===== config.mk =====
export PLATFORM = sky130hd
export DESIGN_NAME = mouse_axis
export DESIGN_NICKNAME = d
export VERILOG_FILES = /design/src/rtl/a800_io_pkg.sv /design/src/rtl/mouse_axis.sv
export SDC_FILE = /design/constraint.sdc
export NUM_CORES = 1
export LEC_CHECK = 0
export ABC_AREA = 1
export BUFFER_PORTS_ARGS = -buffer_cell sky130_fd_sc_hd__buf_2
export CORE_MARGIN = 1
export CORE_UTILIZATION = 50
export CTS_CLUSTER_DIAMETER = 60
export CTS_CLUSTER_SIZE = 28
export DETAILED_ROUTE_END_ITERATION = 12
export PLACE_DENSITY = 0.82
export RECOVER_POWER = 25
export SLEW_MARGIN = 20
export SYNTH_ARGS = -nofsm -noshare
export SYNTH_HDL_FRONTEND = slang
export SYNTH_SLANG_ARGS = --single-unit

===== constraint.sdc =====
create_clock -name clk_sys -period 7.75 [get_ports clk_sys]
set_input_delay 1.55 -clock clk_sys [delete_from_list [all_inputs] [get_ports clk_sys]]
set_output_delay 1.55 -clock clk_sys [all_outputs]
set_load 0.02 [all_outputs]

===== src/rtl/a800_io_pkg.sv =====
package a800_io_pkg;

	// ====================
	// Sizes
	// ====================
	localparam int NUM_SLOTS = 4;
	localparam int SLOT_W    = $clog2(NUM_SLOTS);
	localparam int LBA_W     = 32;

	// ====================
	// Disk mailbox
	// ====================

	// Control word from the drive emulation with lba_sel in bit 0
	typedef struct packed {
		logic [2:0] drv_num;
		logic       block_wr;
		logic       block_rd;
		logic       lba_sel;
	} disk_ctrl_t;

	// Status byte polled by the host disk routine
	typedef struct packed {
		logic       readonly;
		logic [1:0] filetype;
		logic [2:0] fileno;
		logic       mounted;
		logic       io_done;
	} disk_status_t;

	// Host data word read as a sector number or as a single byte
	typedef union packed {
		logic [LBA_W-1:0] lba;
		struct packed {
			logic [LBA_W-9:0] unused;
			logic [7:0]       data;
		} bv;
	} host_word_u;

	// ====================
	// Mouse
	// ====================

	// PS/2 style movement packet with toggling strobe on top
	typedef struct packed {
		logic       strobe;
		logic [7:0] dy;
		logic [7:0] dx;
		logic [1:0] ovf;
		logic       y_sign;
		logic       x_sign;
		logic [1:0] misc;
		logic [1:0] btn;
	} mouse_pkt_t;

	typedef logic signed [8:0] axis_t;

endpackage


===== src/rtl/mouse_axis.sv =====
module mouse_axis #(
	parameter int STEP_MAX = 10
) (
	input  logic                    clk_sys,
	input  logic                    areset,
	input  a800_io_pkg::mouse_pkt_t mouse_i,
	input  logic [15:0]             analog_i,
	input  logic [13:0]             joy_i,
	input  logic                    halt_i,
	input  logic                    invert_y_i,
	output logic [7:0]              paddle_x_o,
	output logic [7:0]              paddle_y_o,
	output logic [13:0]             joy_o
);

	import a800_io_pkg::*;

	axis_t mx;
	axis_t my;
	axis_t dx_lim;
	axis_t dy_lim;
	axis_t next_x;
	axis_t next_y;
	logic  stb_q;
	logic  emu_q;
	logic  takeover;

	function automatic axis_t limit_step(input axis_t d);
		axis_t lim;
		lim = axis_t'(STEP_MAX);
		if (d > lim)
			return lim;
		else if (d < -lim)
			return -lim;
		return d;
	endfunction

	function automatic axis_t saturate(input axis_t s);
		if (s < -9'sd128)
			return -9'sd128;
		else if (s > 9'sd127)
			return 9'sd127;
		return s;
	endfunction

	assign dx_lim = limit_step({mouse_i.x_sign, mouse_i.dx});
	assign dy_lim = limit_step({mouse_i.y_sign, mouse_i.dy});
	assign next_x = mx + dx_lim;
	assign next_y = invert_y_i ? my - dy_lim : my + dy_lim;

	// Real stick movement or a halted CPU hands control back
	assign takeover = (analog_i != 16'd0) | halt_i;

	always_ff @(posedge clk_sys) begin
		if (areset) begin
			stb_q <= mouse_i.strobe;
			emu_q <= 1'b0;
			mx    <= '0;
			my    <= '0;
		end else begin
			stb_q <= mouse_i.strobe;
			if (takeover) begin
				emu_q <= 1'b0;
				mx    <= '0;
				my    <= '0;
			end else if (stb_q != mouse_i.strobe) begin
				emu_q <= 1'b1;
				mx    <= saturate(next_x);
				my    <= saturate(next_y);
			end
		end
	end

	assign paddle_x_o = emu_q ? mx[7:0] : analog_i[7:0];
	assign paddle_y_o = emu_q ? my[7:0] : analog_i[15:8];
	assign joy_o      = {joy_i[13:9], emu_q ? mouse_i.btn : joy_i[8:7], joy_i[6:0]};

endmodule


==> summary.txt <==
Cells and area
  – Non-Filler Instances: 449
  – Register area: 400.4 um^2
  – Fill cells: 429
  – Total Nets Final: 477
  – Fin area: between 2000 and 3000 um^2
  – Diodes inserted: 0
  – Share of cells above drive strength 1: between 20 and 25%
  – Area occupied by multi-input gates: between 1500 and 2000 um^2
  – P&R area growth vs syn: 11.59%

Power and ir drop
  – Cell Pwr Density: ~100 nW/um^2
  – Internal power: roughly 170 uW
  – Sw Ratio: 32.98%
  – Part of the power in registers: 40.4%
  – Clk pwr share: 25.8%
  – Net Switching: 84.20 uW
  – Leakage power total: 1.276 nW
  – Comb pwr share: 33.8%
  – Peak supply drop: 0.06003 mV

Synth
  – Syn_area_per_cell: between 6 and 7 um^2
  – Sequential area share after synthesis: 17.74%
  – Number of synthesized flops with an enable pin: 0
  – Ys Warns: 0
  – Cells after Synth: 356
  – Synth Cell Area: 2257 um^2
  – XOR/XNOR Fraction of Synth Area: 6.486%
  – Mux share of post-synthesis cell area: 0%
  – Top FF cell, synth: dfxtp_1
  – #FFs+latches synth: 20
  – Compound-gate portion of the synthesized area: 15.58%
  – Largest family of logic cells by synthesized area: simple AND/OR/NAND/NOR gates
  – Post-Synth Simple-Gate Area: 34.98%
  – Post-synth cell types: 36
  – Async S/R FF share, synth: 0%
  – Adder-cell area share of the yosys netlist: 11.20%
  – Synth Net Count: 434

Worst setup path
  – Worst EP arrival: 4.58 ns
  – CP Launch Point: mouse_i[22]
  – Reg-to-reg critical path endpoint: my[1]
  – Worst path max stage delay: 0.47 ns
  – CP Data Required Time: ~8 ns
  – Most used cell, CP: nand2_1
  – Delay-heaviest family, CP: simple AND/OR/NAND/NOR gates
  – Worst Path Max Fanout: 7
  – FF-to-FF path depth: 13
  – CP Cell Sequence: buf_2 > nor2_1 > nand2_1 > o21ai_1 > nand2_1 > nor2_1 > inv_1 > ha_1 > nand2_1 > o21ai_0 > fa_1 > o21ai_0 > nand2_1 > nand3_1 > inv_1 > nand3_1 > nand3_2 > nand2_1 > inv_1 > nand2_1 > a21oi_1
  – R2r setup slk: 5.41 ns
  – CP bufs+invs: 4
  – Slowest CP cell: fa_1
  – Worst path depth: 21
  – Worst setup path end: my[1]
  – Crit path capture type: flop
  – Setup crit start kind: primary input
  – Worst R2R Start: my[0]
  – WS Path Type: in2reg

Run status
  – Status: finished, final reports clean

Floorplanning
  – CORE AREA: 4354 um^2
  – Die X: 69.19 um
  – Core Rows: 24
  – Full die area: approximately 4800 um^2
  – Die height: 69.19 um
  – Initial core utilization: 51.84%
  – Num ports: between 80 and 90

GRT
  – GR Util met3: 1.163%
  – Grt total ovfl: 0
  – Met2 usage: about two fifths
  – Layer with the highest usage: met2
  – Initial antenna violation count: 0
  – Gr usage total: between 20% and 30%
  – Met1 usage: around 28%
  – First-pass GRT wire length: 9128 um
  – Vias in the first global route: 2,167
  – Largest net degree at the start of global routing: 24

Worst hold path
  – Min-delay worst type: reg2reg

Route
  – Wire per inst: ~12 um
  – Antenna-violating nets left: 0
  – DR pass1 iterations: 4
  – Vias per cell: 5.225
  – Via count: 2,346
  – Final wirelength: 5247 um
  – DRC: 0
  – Iter 0 DRT Violations: 78

CTS
  – CTS root buf: clkbuf_8
  – Post-CTS sizing: 0
  – CTS Buf Count: 3
  – Worst-path clk slew: 0.07 ns
  – Clock Path Buffers: 2
  – H-tree Lvls: 1
  – CTS tree: yes
  – Hold-fix buffers at CTS: 0
  – Postcts setup bufs: 0
  – Clk sinks: 20
  – Worst-Skew Late Latency: 0.25 ns

STA
  – # setup viols final: 0
  – Tcrit/Tclk final: 57.44%
  – Final Skew: 0.003424 ns
  – Total negative setup slack: 0 ns
  – Setup WS post-layout: roughly 3.3 ns
  – Fin. max-slew vios: 0
  – RSZ-0062 raised after global routing: no
  – Worst Tran Pin Value: 0.7304 ns
  – Min Tclk post-route: about 4.5 ns
  – Final Hold Vio Count: 0
  – Hold WS: roughly 0.51 ns
  – Max_slew headroom: 51.24%
  – Maximum clock rate: 0.2246 GHz

Place
  – DP Cell Count: 446
  – Port buffer count: 60
  – Final Wtd Congestion: between 0.9 and 1
  – Placed inst area: 2479 um^2
  – Hpwl dp: 4281 um
  – Pre-CTS setup slack: 2.975 ns

Flow run
  – Max Cap Violations: 0
routing by layer:
metal  vias up  share of wire (%)
met3         4                2.7
met5         -                  0
li1       1222                  -
met2        40                 51
met1      1080                 45
met4         0                1.1
stage by stage:
step                utilization (%)  total power, mW
floorplan                         -           0.1746
global placement              56.93           0.1892
detailed placement            56.93           0.1913
CTS                           57.87           0.2557
global route                  57.84           0.2693
finish                        57.84           0.2553
sequential cells by signal, summed over array words and instances (netlist names):
| register | count |
|---|---|
| mx | 9 |
| my | 9 |
| emu_q | 1 |
| stb_q | 1 |
cell type report:
cell class | instances | area share, %
multi-input cells | 268 | 61.15
flip-flops and latches | 20 | 15.90
repair buffers | 60 | 11.87
inverters | 46 | 6.855
well taps | 52 | 2.583
clock buffers | 3 | 1.639
power by group through the flow:
stage	Clock, mW	Combinational (mW)	Sequential (mW)
6_report	0.0659	0.0863	0.103
5_1_grt	0.0698	0.0965	0.103
3_3_place_gp	0	0.0838	0.105
4_1_cts	0.0664	0.0863	0.103
2_1_floorplan	0	0.0692	0.105
3_5_place_dp	0	0.0859	0.105
cell families after synthesis:
| group | after synthesis |
|---|---|
| xor+xnor | 15 |
| buf+inv | 68 |
| compound gates | 65 |
| simple gates | 169 |
| flops | 20 |
| fa+ha+maj | 19 |
layout by cell type (no fill, tap or decap), types with 3 or more instances in the layout:
cell type | synthesis | final
clkbuf_8 | 1 | 3
nand2_1 | 81 | 81
inv_1 | 43 | 43
ha_1 | 17 | 17
dfxtp_1 | 20 | 20
xnor2_1 | 7 | 7
a21oi_1 | 26 | 26
nand3_2 | 3 | 3
o21ai_1 | 3 | 3
inv_2 | 3 | 3
buf_2 | 1 | 59
o21ai_0 | 30 | 30
nor2_1 | 41 | 41
nand4_1 | 4 | 4
nand3_1 | 17 | 17
or2_2 | 3 | 3
xor2_1 | 6 | 6
nor3_2 | 9 | 9
worst min path at each step:
stage          startpoint  endpoint  slack [ns]  depth (start not counted)
3_3_place_gp        my[8]     my[8]        0.48                          2
4_1_cts             my[7]     my[7]        0.51                          2
2_1_floorplan       my[8]     my[8]        0.46                          2
6_report            my[7]     my[7]        0.51                          2
3_5_place_dp        my[7]     my[7]        0.50                          2
5_1_grt             my[7]     my[7]        0.53                          2
Yosys cell counts (2+ instances only):
library cell / count / area (um^2)
buf_4: 12 / 90.09
ha_1: 17 / 212.7
a21oi_1: 26 / 130.1
or2_2: 3 / 18.77
xor2_2: 2 / 32.53
nand3_2: 3 / 30.03
xor2_1: 6 / 52.55
inv_1: 43 / 161.4
fa_1: 2 / 40.04
o21ai_0: 30 / 150.1
nor3_1: 2 / 10.01
nand2_2: 2 / 12.51
nand3_1: 17 / 85.08
nand2_1: 81 / 304.0
o211ai_2: 2 / 25.02
o21ai_1: 3 / 15.01
xnor2_1: 7 / 61.31
or2_1: 2 / 12.51
nand4_1: 4 / 25.02
nor3_2: 9 / 90.09
dfxtp_1: 20 / 400.4
inv_2: 3 / 11.26
clkbuf_1: 7 / 26.28
nor2_1: 41 / 153.9
worst min-delay path, stage by stage, from the launching register on:
cell     delay (ns)
dfxtp_1        0.34
nand2_1        0.07
a21oi_1        0.05
No activity file was read; power rests on OpenSTA's default activity.
