### config.mk
export PLATFORM = sky130hd
export DESIGN_NAME = disk_host_regs
export DESIGN_NICKNAME = d
export VERILOG_FILES = /design/src/rtl/a800_io_pkg.sv /design/src/rtl/disk_host_regs.sv
export SDC_FILE = /design/constraint.sdc
export NUM_CORES = 1
export LEC_CHECK = 0
export BUFFER_PORTS_ARGS = -buffer_cell sky130_fd_sc_hd__buf_2
export CAP_MARGIN = 15
export CORE_MARGIN = 1
export CORE_UTILIZATION = 33
export CTS_CLUSTER_SIZE = 40
export DETAILED_ROUTE_END_ITERATION = 16
export HOLD_SLACK_MARGIN = 0.12
export PLACE_DENSITY = 0.73
export SETUP_SLACK_MARGIN = 0.02
export SYNTH_ARGS = -nofsm -noshare
export SYNTH_HDL_FRONTEND = slang
export SYNTH_SLANG_ARGS = --single-unit
### constraint.sdc
create_clock -name clk_sys -period 2.8 [get_ports clk_sys]
set_clock_uncertainty 0.15 [all_clocks]
set_input_delay 0.7 -clock clk_sys [delete_from_list [all_inputs] [get_ports clk_sys]]
set_output_delay 0.7 -clock clk_sys [all_outputs]
set_load 0.05 [all_outputs]
### src/rtl/a800_io_pkg.sv
package a800_io_pkg;

	// ====================
	// Sizes
	// ====================
	localparam int NUM_SLOTS = 4;
	localparam int SLOT_W    = $clog2(NUM_SLOTS);
	localparam int LBA_W     = 32;

	// ====================
	// Disk mailbox
	// ====================

	// Control word from the drive emulation with lba_sel in bit 0
	typedef struct packed {
		logic [2:0] drv_num;
		logic       block_wr;
		logic       block_rd;
		logic       lba_sel;
	} disk_ctrl_t;

	// Status byte polled by the host disk routine
	typedef struct packed {
		logic       readonly;
		logic [1:0] filetype;
		logic [2:0] fileno;
		logic       mounted;
		logic       io_done;
	} disk_status_t;

	// Host data word read as a sector number or as a single byte
	typedef union packed {
		logic [LBA_W-1:0] lba;
		struct packed {
			logic [LBA_W-9:0] unused;
			logic [7:0]       data;
		} bv;
	} host_word_u;

	// ====================
	// Mouse
	// ====================

	// PS/2 style movement packet with toggling strobe on top
	typedef struct packed {
		logic       strobe;
		logic [7:0] dy;
		logic [7:0] dx;
		logic [1:0] ovf;
		logic       y_sign;
		logic       x_sign;
		logic [1:0] misc;
		logic [1:0] btn;
	} mouse_pkt_t;

	typedef logic signed [8:0] axis_t;

endpackage

### src/rtl/disk_host_regs.sv
module disk_host_regs (
	input  logic                              clk_sys,
	input  logic                              areset,
	input  logic [a800_io_pkg::NUM_SLOTS-1:0] img_mounted_i,
	input  logic                              img_readonly_i,
	input  logic [1:0]                        img_type_i,
	input  logic [63:0]                       img_size_i,
	input  logic                              req_start_i,
	input  logic                              ack_done_i,
	output a800_io_pkg::disk_status_t         status_o,
	output logic [a800_io_pkg::LBA_W-1:0]     img_size_o
);

	logic       mnt_any;
	logic       mnt_q;
	logic       mnt_rise;
	logic [2:0] mnt_fileno;
	logic       io_done_q;
	logic       mounted_q;
	logic [2:0] fileno_q;
	logic [1:0] filetype_q;
	logic       readonly_q;

	assign mnt_any  = |img_mounted_i;
	assign mnt_rise = mnt_any & ~mnt_q;

	// Slots 2 and 3 land on files 4 and 5 and the highest slot wins
	always_comb begin
		mnt_fileno = 3'd0;
		if (img_mounted_i[1])
			mnt_fileno = 3'd1;
		if (img_mounted_i[2])
			mnt_fileno = 3'd4;
		if (img_mounted_i[3])
			mnt_fileno = 3'd5;
	end

	always_ff @(posedge clk_sys) begin
		if (areset) begin
			mnt_q     <= 1'b0;
			io_done_q <= 1'b0;
			mounted_q <= 1'b0;
		end else begin
			mnt_q <= mnt_any;
			if (req_start_i)
				io_done_q <= 1'b0;
			// Completion of the acknowledge takes priority
			if (ack_done_i)
				io_done_q <= 1'b1;
			if (mnt_rise)
				mounted_q <= ~mounted_q;
		end
	end

	// Mount details are only meaningful once mounted has toggled
	always_ff @(posedge clk_sys) begin
		if (mnt_rise) begin
			fileno_q   <= mnt_fileno;
			filetype_q <= img_type_i;
			readonly_q <= img_readonly_i | img_mounted_i[2] | img_mounted_i[3];
			img_size_o <= img_size_i[31:0];
		end
	end

	assign status_o = '{readonly: readonly_q, filetype: filetype_q, fileno: fileno_q,
		mounted: mounted_q, io_done: io_done_q};

endmodule

==> results.md, run 1 <==
* Synth async-reset ratio at 0
* Slack of the critical path at 0.935 ns
* Total Power at 1.27 mW
* Maxcap violations at 0
* Core ar. at 0.00369 mm2
* Clk slew on worst S/H paths at 0.07 ns
* Worst vdd ir at 0.312 mV
* Total GRT Usage at 0.123
* Clock sinks at 40
* DIE AREA at 0.00413 mm2
* Site Rows at 22
* Post-CTS Resized at 0
* Worst Tran Pin Value at 0.512 ns
* First-pass GRT wire length at 3620 um
* Total Wirelength at 2320 um
* Cts hold-fix bufs at 0
* Antenna violations before repair at 0
* Mapped Avg Cell Area at 22.0 um2
* Hold/Removal Path Class: flop to flop
* Layout Utilization at 0.494
* Ys Warns at 0
* Input/output buffers at 81
* Unrepaired setup endpoints after global routing: no
* Area leader, netlist: edfxtp_1
* Clock root buffer master: clkbuf_8
* Mapped Area at 0.00128 mm2
* Count leader, synth: edfxtp_1
* Adder-cell share of the synthesized area at 0
* Largest fanout on the critical path at 21
* R2r worst-path depth at 2
* Finished Layout Cells at 192
* Leakage Power at 0.789 nW
* Syn_nets at 133
* Wire per inst at 12.1 um
* CTS Buffer Depth at 2
* Post-synth EDFFs at 37
* Cell Chain, Critical Path: buf_2, nor4_2, nor2_4, buf_12
* Post-synthesis mux area share at 0
* Final ANT Viol Nets at 0
* Ranking of synthesized cells by area: edfxtp_1 87%, dfxtp_1 4.7%, buf_4 2.3%
* CP Data Required Time at 2.69 ns
* Placed Instances at 184
* Synth top area share at 0.869
* Setup Buffers After CTS at 0
* Pwr dens at 697 mW/mm2
* Simple-gate share of the synthesized area at 0.0333
* Total CTS buffers at 5
* Post-route setup TNS at 0 ns
* Most instantiated cells after synthesis: 37 x edfxtp_1, 4 x buf_4, 3 x dfxtp_1, 3 x nor2_1
* IO Count at 115
* Hpwl dp at 1810 um
* Initial Util at 0.347
* Relative slew margins at 0.656
* Post-synthesis sequential area ratio at 0.916
* Main combinational cell family by area after synthesis: simple AND/OR/NAND/NOR gates
* 1st-iter DRT viols at 31
* Worst Hold Depth at 2
* Main synth FF type: edfxtp_1
* Filler cells at 337
* Crit path largest cell delay at 0.50 ns
* Die W at 64.3 um
* CP max-delay cell: nor4_2
* Ant diodes at 0
* Clk Latency, worst-skew pair at 0.28 ns
* Min cycle time layout at 1.86 ns
* Routed vias at 804
* Final hold viol count at 0
* Post-synthesis instance total at 58
* Final worst path period share at 0.666
* Largest net degree at the start of global routing at 22
* Max Clock Freq at 536 MHz
* Synth Area in Compound Gates at 0.0186
* WHS at 0.351 ns
* Synth Area in XOR/XNOR at 0
* Residual DRC at 0
* Cell variety after synth at 12
* Critical Path AT at 1.76 ns
* Nets at 218
* Outcome: completed
* Via/cell ratio at 4.19
* Startpoint Class: input port
* Post-Place Cell Area at 0.00174 mm2
* Vias in the first global route at 828
* Fraction of layout cells with a size suffix above 1 at 0.632
* Place WS at 0.616 ns
* Final instance area at 0.00182 mm2
* CTS tree: yes
* Die height at 64.3 um
* Grt total ovfl at 0
* CP Class: input port to flop
* Layout area overhead at 42.5%
* First drt pass iteration count at 2
* Flop-to-flop setup slack at 1.33 ns
* H-tree depth at 2
* CP endpoint kind: flop
* Final setup fails at 0
* #FFs+latches synth at 40
* RePlAce Congestion at 0.681
* Max Slew Vio Count at 0
==> layout make-up <==
cell class                      instances  area (um2)  share of cell area
Clock buffer                            7        76.3              0.0419
Inverter                                2        7.51             0.00412
Sequential cell                        40        1170               0.643
Tap cell                               48        60.1              0.0330
Multi-Input combinational cell         12        77.6              0.0426
Timing Repair Buffer                   82         425               0.234
Clock inverter                          1        3.75             0.00206
==> path summary, 6_finish.rpt <==
check	startpoint	to
min	io_done_q	io_done_q
max reg2reg	mnt_q	img_size_o[9]
max	img_mounted_i[1]	img_size_o[9]
min reg2reg	io_done_q	io_done_q
==> kinds of logic (layout without fill, tap and decap cells) <==
family,Yosys count,after routing
flops,40,40
simple gates,7,7
buf+inv,6,92
compound gates,4,4
other cells,1,1
==> report_power, final <==
| group | internal, mW | leakage (nW) | switching, mW |
|---|---|---|---|
| clock network | 0.173 | 0.0399 | 0.172 |
| logic | 0.0519 | 0.365 | 0.166 |
| registers | 0.697 | 0.384 | 0.00975 |
==> sequential cells by signal, indices dropped and copies added, names as in the netlist <==
signal      cells
img_size_o     32
fileno_q        2
io_done_q       1
filetype_q      2
mnt_q           1
mounted_q       1
readonly_q      1
==> layout by cell type, fill, tap and decap left out, drive strengths merged <==
cell type	instances
nor2	3
or3	2
clkbuf	7
dfxtp	3
clkinv	1
buf	82
or2	1
nor4	1
conb	1
inv	2
o21ai	1
a21oi	2
edfxtp	37
a21o	1
==> critical path, delay by kind of cell <==
family                 cells  cell delay (ns)
buffers and inverters      2             0.33
AND/OR/NAND/NOR            2             0.71
==> layer usage <==
metal	track usage	up-vias	share of wire
met2	0.216	54	0.54
li1	-	383	-
met5	0	-	0
met3	0.0750	2	0.13
met1	0.117	365	0.33
met4	0.0417	0	0.0065
(Power assumes the default switching activity.)
==> inputs of run 2 (changes only) <==
--- a/config.mk
+++ b/config.mk
@@ -8,11 +8,11 @@
 export BUFFER_PORTS_ARGS = -buffer_cell sky130_fd_sc_hd__buf_2
 export CAP_MARGIN = 15
 export CORE_MARGIN = 1
-export CORE_UTILIZATION = 33
+export CORE_UTILIZATION = 36
 export CTS_CLUSTER_SIZE = 40
 export DETAILED_ROUTE_END_ITERATION = 16
 export HOLD_SLACK_MARGIN = 0.12
-export PLACE_DENSITY = 0.73
+export PLACE_DENSITY = 0.76
 export SETUP_SLACK_MARGIN = 0.02
 export SYNTH_ARGS = -nofsm -noshare
 export SYNTH_HDL_FRONTEND = slang
==> constraint.sdc (replaced) <==
create_clock -name clk_sys -period 1.9 [get_ports clk_sys]
set_clock_uncertainty 0.15 [all_clocks]
set_input_delay 0.475 -clock clk_sys [delete_from_list [all_inputs] [get_ports clk_sys]]
set_output_delay 0.475 -clock clk_sys [all_outputs]
set_load 0.05 [all_outputs]
==> results.md, run 2 (same netlist as run 1, synthesis figures left out) <==
* Outcome: completed (unchanged)
* Int Power at 1.24 mW (was 0.922 mW)
* IO Count at 115 (unchanged)
* Ant diodes at 0 (unchanged)
* Vias in the first global route at 723 (was 828)
* Unrepaired setup endpoints after global routing: no (unchanged)
* Clock power share at 0.222 (was 0.272)
* Sequential Power Share at 0.594 (was 0.557)
* Hold/Removal Path Class: input port to flop (was flop to flop)
* DIE AREA at 0.00379 mm2 (was 0.00413 mm2)
* Total Wirelength at 2210 um (was 2320 um)
* Nets at 221 (was 218)
* CP Data Required Time at 1.27 ns (was 2.69 ns)
* GRT busiest layer: met2 (unchanged)
* GRT met1 Usage at 0.124 (was 0.117)
* Post-CTS Resized at 0 (unchanged)
* Residual DRC at 0 (unchanged)
* Antenna violations before repair at 0 (unchanged)
* Max FFs per register at 32 (unchanged)
* Hpwl dp at 1730 um (was 1810 um)
* Input/output buffers at 81 (unchanged)
* Final setup fails at 0 (unchanged)
* First drt pass iteration count at 2 (unchanged)
* Slack of the critical path at 0.314 ns (was 0.935 ns)
* Top flop regs: img_size_o x32, fileno_q x2, filetype_q x2 (unchanged)
* Max Slew Vio Count at 0 (unchanged)
* Die W at 61.6 um (was 64.3 um)
* Layout area overhead at 41.0% (was 42.5%)
* Final instance area at 0.00180 mm2 (was 0.00182 mm2)
* Clock root buffer master: clkbuf_4 (was clkbuf_8)
* Clk Latency, worst-skew pair at 0.33 ns (was 0.28 ns)
* Via/cell ratio at 4.26 (was 4.19)
* Pwr dens at 970 mW/mm2 (was 697 mW/mm2)
* CP max-delay cell: dfxtp_1 (was nor4_2)
* 1st-iter DRT viols at 13 (was 31)
* Sw Pwr at 0.510 mW (was 0.348 mW)
* Routed vias at 822 (was 804)
* Crit path largest cell delay at 0.36 ns (was 0.50 ns)
* Wire per inst at 11.5 um (was 12.1 um)
* Worst vdd ir at 0.523 mV (was 0.312 mV)
* CP endpoint kind: output pin (was flop)
* Critical Path AT at 0.96 ns (was 1.76 ns)
* CP bufs+invs at 1 (was 2)
* Startpoint Class: flop (was input port)
* Die height at 61.6 um (was 64.3 um)
* Place WS at 0.206 ns (was 0.616 ns)
* Sw Share at 0.292 (was 0.274)
* Logic pwr share at 0.183 (was 0.171)
* Core ar. at 0.00336 mm2 (was 0.00369 mm2)
* Cell Chain, Critical Path: buf_2 (was buf_2, nor4_2, nor2_4, buf_12)
* Leakage Power at 0.791 nW (was 0.789 nW)
* Maxcap violations at 0 (unchanged)
* Post-route setup TNS at 0 ns (unchanged)
* H-tree depth at 2 (unchanged)
* Min cycle time layout at 1.59 ns
* Most common cell after layout, fill and taps aside: buf_2 (unchanged)
* Largest fanout on the critical path at 3 (was 21)
* Initial Util at 0.380 (was 0.347)
* Register with the most flip-flops: img_size_o (unchanged)
* Fraction of layout cells with a size suffix above 1 at 0.646 (was 0.632)
* CP Class: flop to output pin (was input port to flop)
* Final hold viol count at 0 (unchanged)
* Post-Place Cell Area at 0.00174 mm2 (unchanged)
* CTS tree: yes (unchanged)
* Grt total ovfl at 0 (unchanged)
* Clock sinks at 40 (unchanged)
* Max Clock Freq at 631 MHz
* CTS Buffer Depth at 2 (unchanged)
* Largest net degree at the start of global routing at 22 (unchanged)
* Grt met3 use at 0.0819 (was 0.0750)
* Family with the most delay on the worst path: flip-flops (was simple AND/OR/NAND/NOR gates)
* Clk slew on worst S/H paths at 0.11 ns (was 0.07 ns)
* Grt met2 use at 0.184 (was 0.216)
* Total CTS buffers at 5 (unchanged)
* First-pass GRT wire length at 2990 um (was 3620 um)
* Site Rows at 21 (was 22)
* Most frequent cells in the layout: 81 x buf_2, 37 x edfxtp_1, 5 x clkbuf_4 (was 81 x buf_2, 37 x edfxtp_1, 5 x clkbuf_8)
* Final ANT Viol Nets at 0 (unchanged)
* RePlAce Congestion at 0.655 (was 0.681)
* Total GRT Usage at 0.119 (was 0.123)
* Final worst path period share at 0.835
-- run 2: changes by cell type in the layout (fill, tap and decap cells not counted), sizes merged --
cell,delta
dlygate4sd3,+1
buf,+2
clkbuf,-2
clkinv,+2
-- run 2: routing by layer --
metal	vias up	wire, um	share of wire
met1	377	811	0.37
met5	-	0	0
li1	387	-	-
met3	6	253	0.11
met2	52	1110	0.50
met4	0	40	0.018
-- run 2: worst paths after layout --
check / startpoint / to / slack (ns) / depth (start not counted)
worst max-delay path: mounted_q / status_o[1] / 0.31 / 1
worst min-delay path: img_size_i[13] / img_size_o[13] / 0.15 / 1
worst max register to register: mnt_q / img_size_o[26] / 0.70 / 2
worst min register to register: mounted_q / mounted_q / 0.36 / 2
-- run 2: power by group through the flow --
stage | clock network, mW | logic [mW] | registers, mW
after floorplan | 0 | 0.0507 | 1.24
after global placement | 0 | 0.316 | 1.06
after detailed placement | 0 | 0.322 | 1.06
after CTS | 0.406 | 0.322 | 1.04
after global routing | 0.438 | 0.339 | 1.05
final | 0.389 | 0.321 | 1.04
-- run 2: cell type report --
class,instances,area [um2]
repair buffers,85,438
fillers,329,1560
clock inverters,3,13.8
clock buffers,5,37.5
inverters,2,7.51
multi-input cells,12,77.6
flip-flops and latches,40,1170
well taps,46,57.6
-- run 2: what timing repair did --
action,CTS,global route
buffers inserted,0,0
hold buffers,0,1
endpoints found under the hold margin,0,1
-- run 2: per-stage QoR --
step | power (mW) | hold slack [ns] | cells | utilization
after CTS | 1.77 | 0.135 | 192 | 0.533
after global placement | 1.37 | 0.309 | 184 | 0.518
after global routing | 1.82 | 0.122 | 193 | 0.536
after detailed placement | 1.38 | 0.345 | 184 | 0.518
final | 1.75 | 0.155 | 193 | 0.536
after floorplan | 1.29 | 0.302 | 58 | -
