--- config.mk ---
export PLATFORM = sky130hd
export DESIGN_NAME = drive_request
export DESIGN_NICKNAME = d
export VERILOG_FILES = /design/src/rtl/a800_io_pkg.sv /design/src/rtl/drive_request.sv
export SDC_FILE = /design/constraint.sdc
export NUM_CORES = 1
export LEC_CHECK = 0
export BUFFER_PORTS_ARGS = -buffer_cell sky130_fd_sc_hd__buf_2
export CAP_MARGIN = 30
export CORE_AREA = 10 10 47 49
export DETAILED_ROUTE_END_ITERATION = 7
export DIE_AREA = 0 0 57 59
export PLACE_DENSITY = 0.65
export SKIP_CTS_REPAIR_TIMING = 1
export SYNTH_ARGS = -nofsm -noshare
export SYNTH_HDL_FRONTEND = slang
export SYNTH_SLANG_ARGS = --single-unit
--- constraint.sdc ---
create_clock -name clk_sys -period 1.8 [get_ports clk_sys]
set_clock_uncertainty 0.15 [all_clocks]
set_input_delay 0.36 -clock clk_sys [delete_from_list [all_inputs] [get_ports clk_sys]]
set_output_delay 0.36 -clock clk_sys [all_outputs]
set_load 0.005 [all_outputs]
--- src/rtl/a800_io_pkg.sv ---
package a800_io_pkg;

	// ====================
	// Sizes
	// ====================
	localparam int NUM_SLOTS = 4;
	localparam int SLOT_W    = $clog2(NUM_SLOTS);
	localparam int LBA_W     = 32;

	// ====================
	// Disk mailbox
	// ====================

	// Control word from the drive emulation with lba_sel in bit 0
	typedef struct packed {
		logic [2:0] drv_num;
		logic       block_wr;
		logic       block_rd;
		logic       lba_sel;
	} disk_ctrl_t;

	// Status byte polled by the host disk routine
	typedef struct packed {
		logic       readonly;
		logic [1:0] filetype;
		logic [2:0] fileno;
		logic       mounted;
		logic       io_done;
	} disk_status_t;

	// Host data word read as a sector number or as a single byte
	typedef union packed {
		logic [LBA_W-1:0] lba;
		struct packed {
			logic [LBA_W-9:0] unused;
			logic [7:0]       data;
		} bv;
	} host_word_u;

	// ====================
	// Mouse
	// ====================

	// PS/2 style movement packet with toggling strobe on top
	typedef struct packed {
		logic       strobe;
		logic [7:0] dy;
		logic [7:0] dx;
		logic [1:0] ovf;
		logic       y_sign;
		logic       x_sign;
		logic [1:0] misc;
		logic [1:0] btn;
	} mouse_pkt_t;

	typedef logic signed [8:0] axis_t;

endpackage

--- src/rtl/drive_request.sv ---
module drive_request (
	input  logic                              clk_sys,
	input  logic                              areset,
	input  a800_io_pkg::disk_ctrl_t           ctrl_i,
	input  logic [a800_io_pkg::NUM_SLOTS-1:0] sd_ack_i,
	output logic [a800_io_pkg::NUM_SLOTS-1:0] sd_rd_o,
	output logic [a800_io_pkg::NUM_SLOTS-1:0] sd_wr_o,
	output logic                              req_start_o,
	output logic                              ack_done_o
);

	import a800_io_pkg::*;

	logic              rd_lvl_q;
	logic              wr_lvl_q;
	logic              ack_q;
	logic              rd_rise;
	logic              wr_rise;
	logic              ack_any;
	logic [SLOT_W-1:0] slot;

	// Drive bits 2 and 0 pick the slot while bit 1 is ignored
	assign slot = {ctrl_i.drv_num[2], ctrl_i.drv_num[0]};

	assign rd_rise = ctrl_i.block_rd & ~rd_lvl_q;
	assign wr_rise = ctrl_i.block_wr & ~wr_lvl_q;
	assign ack_any = |sd_ack_i;

	assign req_start_o = rd_rise | wr_rise;
	assign ack_done_o  = ack_q & ~ack_any;

	always_ff @(posedge clk_sys) begin
		if (areset) begin
			rd_lvl_q <= 1'b0;
			wr_lvl_q <= 1'b0;
			ack_q    <= 1'b0;
			sd_rd_o  <= '0;
			sd_wr_o  <= '0;
		end else begin
			rd_lvl_q <= ctrl_i.block_rd;
			wr_lvl_q <= ctrl_i.block_wr;
			ack_q    <= ack_any;
			if (ack_any) begin
				// Any acknowledge drops every pending request
				sd_rd_o <= '0;
				sd_wr_o <= '0;
			end else begin
				if (rd_rise)
					sd_rd_o[slot] <= 1'b1;
				if (wr_rise)
					sd_wr_o[slot] <= 1'b1;
			end
		end
	end

endmodule

==> out/metrics.yaml, run 1 <==
status:
  outcome: "completed"
clocking:
  clock_latency_ns: 0.27
  clkSinkCount: 11
  cts_buffer_depth: 2
  cts_max_level: 1
  cts_tree: "yes"
  numCtsBuffers: 3
  clkSlewWorstSetupHoldPaths_ns: 0.07
  root_buffer: "clkbuf_4"
synth:
  syn_area_per_cell_um2: 10.7
  synth_top_area_share_pct: 44.6
  synth_nets: 58
  synthCells: 46
  synthTopCellsByCount: "dfxtp_1, inv_1, a211oi_2"
  async_flop_share_pct: 0
  netlist_area_um2: 494
  synth.area.top_cells: "dfxtp_1, a211oi_2, or4bb_1"
  ys_warn_count: 0
  synthDistinctLibCells: 12
  synth_seq_cells: 11
  yosys.area.top_type: "dfxtp_1"
  yosysSeqAreaShare_pct: 44.6
  synthFlopType: "dfxtp_1"
  synth_edf_count: 0
route:
  firstDrtPassIters: 4
  routed_wl_mm: 1.06
  final_antenna_net_count: 0
  drt-wirelength-per-cell_um: 12.6
  via_per_inst: 4.79
  first_iter_violations: 9
  vias: 402
  drc_errors: 0
floorplanning:
  die-area_mm2: 0.00336
  row_count: 14
  core_mm2: 0.00140
  ios: 22
  fp.dieW_um: 57
  fp.dieH_um: 59
  initial_core_util_pct: 35.3
setup_path:
  cpMostUsedCell: "buf_2"
  startpoint_type: "input port"
  crit_chain: "buf_2 > or4_4 > nor2_1 > buf_2"
  required_ns: 1.29
  rr_startpoint: "wr_lvl_q"
  reg2reg_depth: 2
  arrival_ns: 1.20
  crit_path_max_fanout: 2
  crit-reg2reg-capture: "sd_wr_o[0]"
  path_class: "input port to output pin"
  end_kind: "output pin"
  cp_slowest_stage_delay_ns: 0.52
  rrSetupSlack_ns: 0.51
  cp_slowest_cell: "or4_4"
pwr:
  power_uw: 459
  p_per_area_mw_per_mm2: 731
  vdd_drop_max_mv: 0.367
  p_leak_nw: 0.254
place:
  dpl.hpwl_um: 789
  io_buffers: 19
  routabilityCongestion: 0.704
final_layout:
  n_antenna_cell: 0
  regArea_um2: 220
  drive_gt1_share_pct: 47.1
  fillers: 145
  final_nets: 81
  multi_input_area_um2: 218
  area_growth_pct: 27.1
grt:
  first_global_vias: 430
  grt_pass1_wl_mm: 1.84
  grt_use_met1_pct: 7.68
  antenna_found_initial: 0
  grt_util_met2_pct: 9.61
  overflow: 0
  busiest_layer: "met2"
  grt_usage_pct: 6.64
  met3_usage_pct: 3.22
  grt_start_max_net_pins: 12
timing:
  whs_ns: 0.212
  final-hold-violation-count: 0
  maxSlewHeadroom_pct: 81.5
  fmax_mhz: 585
  slew_viol_final: 0
  finalCriticalPeriod_ns: 1.71
  post-route-period-util_pct: 94.9
  worstMarginPinSlew_ns: 0.277
  rsz0062_at_grt: "no"
  report.final.setup_viol: 0
  fin_setup_tns_ns: 0
min_path:
  hp-class: "input port to flip-flop"
  holdPathStages: 3
  worstHoldEndpoint: "wr_lvl_q"
  min_from: "ctrl_i[2]"
job:
  maxCapViolCount: 0
[where the power goes]
| group | total, mW | switching (mW) | internal (mW) |
|---|---|---|---|
| clock network | 0.167 | 0.0811 | 0.0857 |
| logic | 0.0414 | 0.0223 | 0.0191 |
| registers | 0.251 | 0.00338 | 0.248 |
| total | 0.459 | 0.107 | 0.352 |
[placed cells by master (no fill, tap or decap)]
master	count
or4b_1	2
dfxtp_1	11
clkbuf_1	1
or4_4	1
or4bb_1	4
buf_4	1
o22ai_1	1
a211oi_2	8
inv_1	11
clkbuf_4	3
nor2b_1	1
nand4b_1	2
buf_2	19
nor2_1	3
[per-layer routing]
| metal | vias to the layer above | share of wire (%) | wire (µm) |
|---|---|---|---|
| met5 | - | 0 | 0 |
| met4 | 0 | 0 | 0 |
| met3 | 0 | 8.9 | 94 |
| met2 | 17 | 43 | 449 |
| met1 | 181 | 48 | 511 |
| li1 | 204 | - | - |
[critical path, delay by kind of cell]
kind	cells	cell delay, ns
buffers and inverters	2	0.22
and+or+nand+nor	2	0.62
[worst max path at each step]
stage / from / to
3_5_place_dp: sd_ack_i[1] / ack_done_o
5_1_grt: sd_ack_i[1] / ack_done_o
2_1_floorplan: sd_ack_i[1] / ack_done_o
3_3_place_gp: sd_ack_i[1] / ack_done_o
6_report: sd_ack_i[1] / ack_done_o
4_1_cts: sd_ack_i[1] / ack_done_o
[cells by family after synthesis]
group | after synthesis | synth area share, %
and+or+nand+nor | 13 | 22.5
DFF | 11 | 44.6
AOI/OAI and AO/OA | 9 | 21.5
buffers and inverters | 13 | 11.4
[flip-flops by register name, indices dropped and copies added, names as in the netlist]
signal    flops
ack_q         1
rd_lvl_q      1
sd_rd_o       4
sd_wr_o       4
wr_lvl_q      1
[stage by stage]
| step | instances | utilization, % | worst slack, ns | cell area (µm²) |
|---|---|---|---|---|
| floorplan | 46 | - | 0.156 | 494 |
| global placement | 80 | 42.9 | 0.0975 | 602 |
| detailed placement | 80 | 42.9 | 0.0880 | 602 |
| CTS | 84 | 44.8 | 0.0836 | 628 |
| global route | 84 | 44.8 | 0.0545 | 628 |
| finish | 84 | 44.8 | 0.0911 | 628 |
[area by class of cell]
class / count / share of cell area (%)
flip-flops and latches: 11 / 35.1
repair buffers: 20 / 16.3
inverters: 11 / 6.57
well taps: 16 / 3.19
clock buffers: 4 / 4.18
multi-input cells: 22 / 34.7
Note: power is estimated with default switching activity, not from simulation.
==> inputs of run 2 (changes only) <==
==> constraint.sdc (replaced) <==
create_clock -name clk_sys -period 1.9 [get_ports clk_sys]
set_clock_uncertainty 0.15 [all_clocks]
set_input_delay 0.38 -clock clk_sys [delete_from_list [all_inputs] [get_ports clk_sys]]
set_output_delay 0.38 -clock clk_sys [all_outputs]
set_load 0.005 [all_outputs]
==> run 2 against run 1 <==
Against the previous run: non-clock buffer count stayed put; register-to-register slack better by 0.12 ns; via count grew 0.75%; worst hold slack gained 0.021 ns; sequential power fell by 5%; flip-flop and latch count unchanged; die area did not move; design area did not move.
==> out/metrics.yaml, run 2 (synthesis gave the netlist of run 1 again) <==
status:
  outcome: "completed"
route:
  drc_errors: 0
  drt-wirelength-per-cell_um: 12.5
  first_iter_violations: 6
  vias: 405
  final_antenna_net_count: 0
  firstDrtPassIters: 4
  via_per_inst: 4.82
  routed_wl_mm: 1.05
clocking:
  cts_tree: "yes"
  cts_max_level: 1
  root_buffer: "clkbuf_4"
  clock_latency_ns: 0.26
  clkSinkCount: 11
  cts_buffer_depth: 2
  clkSlewWorstSetupHoldPaths_ns: 0.07
  numCtsBuffers: 3
setup_path:
  worst-path-buf-inv: 2
  arrival_ns: 1.21
  required_ns: 1.37
  crit_path_max_fanout: 2
  startpoint_type: "input port"
  cpMostUsedCell: "buf_2"
  path_delay_family: "simple AND/OR/NAND/NOR gates"
  crit_chain: "buf_2 > or4_4 > nor2_1 > buf_2"
  end_kind: "output pin"
  path_class: "input port to output pin"
  cp_slowest_stage_delay_ns: 0.52
  cp_slowest_cell: "or4_4"
timing:
  maxSlewHeadroom_pct: 81.1
  final-hold-violation-count: 0
  finalCriticalPeriod_ns: 1.74
  rsz0062_at_grt: "no"
  fmax_mhz: 575
  whs_ns: 0.233
  post-route-period-util_pct: 91.5
  slew_viol_final: 0
  worstMarginPinSlew_ns: 0.283
  report.final.setup_viol: 0
  fin_setup_tns_ns: 0
pwr:
  combPwrFrac_pct: 9.1
  power_switching_share_pct: 22.9
  p_int_uw: 334
  switching_power_uw: 99.1
  vdd_drop_max_mv: 0.387
  power_uw: 433
  p_leak_nw: 0.254
  p_per_area_mw_per_mm2: 689
  seqPwrFrac_pct: 54.9
  power.share.clock_pct: 36.1
final_layout:
  n_antenna_cell: 0
  layout_commonest_cell: "buf_2"
  area_growth_pct: 27.1
  reg.largest.list: "sd_rd_o (4), sd_wr_o (4)"
  finalNonFillerCells: 84
  final_nets: 81
  fin_util_pct: 44.8
  final_cell_mix: "buf_2, inv_1, dfxtp_1, a211oi_2, or4bb_1"
  fillers: 150
  drive_gt1_share_pct: 47.1
floorplanning:
  ios: 22
  die-area_mm2: 0.00336
  core_mm2: 0.00140
  initial_core_util_pct: 35.3
  fp.dieH_um: 59
  fp.dieW_um: 57
  row_count: 14
grt:
  grt_start_max_net_pins: 12
  overflow: 0
  busiest_layer: "met2"
  met3_usage_pct: 2.79
  first_global_vias: 450
  grt_util_met2_pct: 9.92
  antenna_found_initial: 0
  grt_use_met1_pct: 8.51
  grt_pass1_wl_mm: 1.93
  grt_usage_pct: 7.07
job:
  maxCapViolCount: 0
place:
  dpl.hpwl_um: 787
  io_buffers: 19
  routabilityCongestion: 0.703
  dp.cells: 80
min_path:
  hp-class: "input port to flip-flop"
## run 2: cell counts in the layout (fill, tap and decap cells not counted)
No cell type changed its count.
## run 2: layout make-up
class | instances | area (µm²) | area share, %
clock buffer | 4 | 26.3 | 4.18
inverter | 11 | 41.3 | 6.57
sequential | 11 | 220 | 35.1
tap | 16 | 20.0 | 3.19
multi-input combinational | 22 | 218 | 34.7
timing repair buffer | 20 | 103 | 16.3
## run 2: path summary, 6_finish.rpt
| kind | startpoint | endpoint | depth (start not counted) | slack (ns) |
|---|---|---|---|---|
| worst min-delay path | ctrl_i[2] | wr_lvl_q | 3 | 0.23 |
| worst max register to register | rd_lvl_q | sd_rd_o[2] | 2 | 0.63 |
| worst max-delay path | sd_ack_i[1] | ack_done_o | 4 | 0.16 |
| worst min register to register | sd_wr_o[2] | sd_wr_o[2] | 2 | 0.31 |
## run 2: worst reg2reg max path, delay by kind of cell (launching register included)
| kind | cells | cell delay [ns] |
|---|---|---|
| AOI/OAI and AO/OA | 1 | 0.21 |
| DFF | 1 | 0.34 |
| and+or+nand+nor | 1 | 0.50 |
## run 2: power groups by stage
stage	logic (mW)	clock network [mW]	registers, mW
floorplan	0.0213	0	0.242
global placement	0.0390	0	0.243
detailed placement	0.0395	0	0.243
CTS	0.0396	0.165	0.237
global route	0.0448	0.176	0.238
finish	0.0392	0.156	0.238
## run 2: through the flow
stage                     area [µm²]  setup slack [ns]
final                            628             0.161
after global routing             628            0.0939
after floorplan                  494             0.216
after CTS                        628             0.151
after detailed placement         602             0.155
after global placement           602             0.157
## run 2: layer usage
layer	share of wire, %	routed length, µm
met1	49	513
met2	42	436
met3	7.3	77
met4	2.1	22
met5	0	0
==> inputs of run 3 (changes only) <==
--- a/config.mk
+++ b/config.mk
@@ -8,6 +8,8 @@
 export BUFFER_PORTS_ARGS = -buffer_cell sky130_fd_sc_hd__buf_2
 export CAP_MARGIN = 30
 export CORE_AREA = 10 10 47 49
+export CTS_BUF_LIST = sky130_fd_sc_hd__clkbuf_4 sky130_fd_sc_hd__clkbuf_8
+export CTS_CLUSTER_SIZE = 14
 export DETAILED_ROUTE_END_ITERATION = 7
 export DIE_AREA = 0 0 57 59
 export PLACE_DENSITY = 0.65
==> run 3 against run 2 <==
Against the previous run: sequential power about the same; sequential share of layout area decreased by 0.21 points; global-route usage about the same; cell count unchanged; combinational power about the same; critical path depth unchanged; worst hold slack hardly changed; critical path type unchanged; largest power group unchanged.
==> out/metrics.yaml, run 3 (synthesis gave the netlist of run 1 again) <==
status:
  outcome: "completed"
route:
  final_antenna_net_count: 0
  drc_errors: 0
  routed_wl_mm: 1.06
  drt-wirelength-per-cell_um: 12.6
  via_per_inst: 4.80
  vias: 403
  firstDrtPassIters: 4
  first_iter_violations: 6
timing:
  worst_slack_ns: 0.162
  rsz0062_at_grt: "no"
  report.final.setup_viol: 0
  finalCriticalPeriod_ns: 1.74
  fin_setup_tns_ns: 0
  worstMarginPinSlew_ns: 0.278
  whs_ns: 0.233
  final-hold-violation-count: 0
  slew_viol_final: 0
  post-route-period-util_pct: 91.5
  maxSlewHeadroom_pct: 81.5
  fmax_mhz: 575
setup_path:
  startpoint_type: "input port"
  crit-reg2reg-capture: "sd_rd_o[2]"
  rrSetupSlack_ns: 0.62
  reg2reg_depth: 2
  arrival_ns: 1.21
  required_ns: 1.37
  setup.worst_path.end: "ack_done_o"
  crit_start: "sd_ack_i[1]"
  path_class: "input port to output pin"
  rr_startpoint: "rd_lvl_q"
  crit_path_max_fanout: 2
  end_kind: "output pin"
clocking:
  cts_max_level: 1
  cts_buffer_depth: 2
  clkSinkCount: 11
  clkSlewWorstSetupHoldPaths_ns: 0.07
  numCtsBuffers: 3
  cts_tree: "yes"
  clock_latency_ns: 0.26
  root_buffer: "clkbuf_4"
pwr:
  power_uw: 446
  p_leak_nw: 0.258
  p_per_area_mw_per_mm2: 706
  vdd_drop_max_mv: 0.387
grt:
  antenna_found_initial: 0
  first_global_vias: 451
  grt_pass1_wl_mm: 1.95
  grt_start_max_net_pins: 12
  grt_usage_pct: 7.11
  overflow: 0
place:
  routabilityCongestion: 0.703
  dp_worst_setup_slack_ns: 0.155
  dpl.hpwl_um: 787
  io_buffers: 19
floorplanning:
  row_count: 14
  core_mm2: 0.00140
  ios: 22
  fp.dieW_um: 57
  die-area_mm2: 0.00336
  fp.dieH_um: 59
  initial_core_util_pct: 35.3
final_layout:
  final_cell_mix: "buf_2, inv_1, dfxtp_1, a211oi_2"
  reg.largest.list: "sd_rd_o (4), sd_wr_o (4)"
  fin_util_pct: 45.1
  fillers: 147
  layout_commonest_cell: "buf_2"
  n_antenna_cell: 0
  drive_gt1_share_pct: 48.5
  final_nets: 81
  area_growth_pct: 27.8
job:
  maxCapViolCount: 0
min_path:
  hp-class: "input port to flip-flop"
  min_from: "ctrl_i[2]"
run 3: changes by cell type in the layout (fill, tap and decap cells not counted):
cell      previous run  this run
clkbuf_1             1         0
clkbuf_4             3         4
run 3: final cells by class:
| type | instances | area (µm²) | share of cell area [%] |
|---|---|---|---|
| clock buffer | 4 | 30.0 | 4.75 |
| multi-input combinational | 22 | 218 | 34.5 |
| sequential | 11 | 220 | 34.9 |
| inverter | 11 | 41.3 | 6.53 |
| tap | 16 | 20.0 | 3.17 |
| timing repair buffer | 20 | 103 | 16.2 |
run 3: per-stage QoR:
step | std cells | instance area, µm²
after floorplan | 46 | 494
after global placement | 80 | 602
after detailed placement | 80 | 602
after CTS | 84 | 632
after global routing | 84 | 632
final | 84 | 632
run 3: worst min-delay path by stage:
stage | end | slack, ns | depth (start not counted)
after CTS | wr_lvl_q | 0.22 | 3
final | wr_lvl_q | 0.23 | 3
after floorplan | ack_q | 0.30 | 1
after global routing | rd_lvl_q | 0.24 | 3
after global placement | sd_wr_o[3] | 0.30 | 2
after detailed placement | sd_wr_o[2] | 0.30 | 2
run 3: worst max-delay path, cell delays in order:
cell    delay (ns)
buf_2         0.10
or4_4         0.52
nor2_1        0.09
buf_2         0.12
run 3: metal layers:
| metal | vias to the layer above | global-route usage [%] | share of wire [%] |
|---|---|---|---|
| met3 | 2 | 2.79 | 7.6 |
| met5 | - | 0 | 0 |
| met2 | 19 | 9.92 | 42 |
| li1 | 206 | - | - |
| met4 | 0 | 5.03 | 1.1 |
| met1 | 176 | 8.63 | 49 |
run 3: power breakdown:
group	switching [mW]	internal [mW]	leakage, nW
logic	0.0211	0.0181	0.150
registers	0.00317	0.235	0.0895
clock network	0.0739	0.0955	0.0184
total	0.0982	0.348	0.258
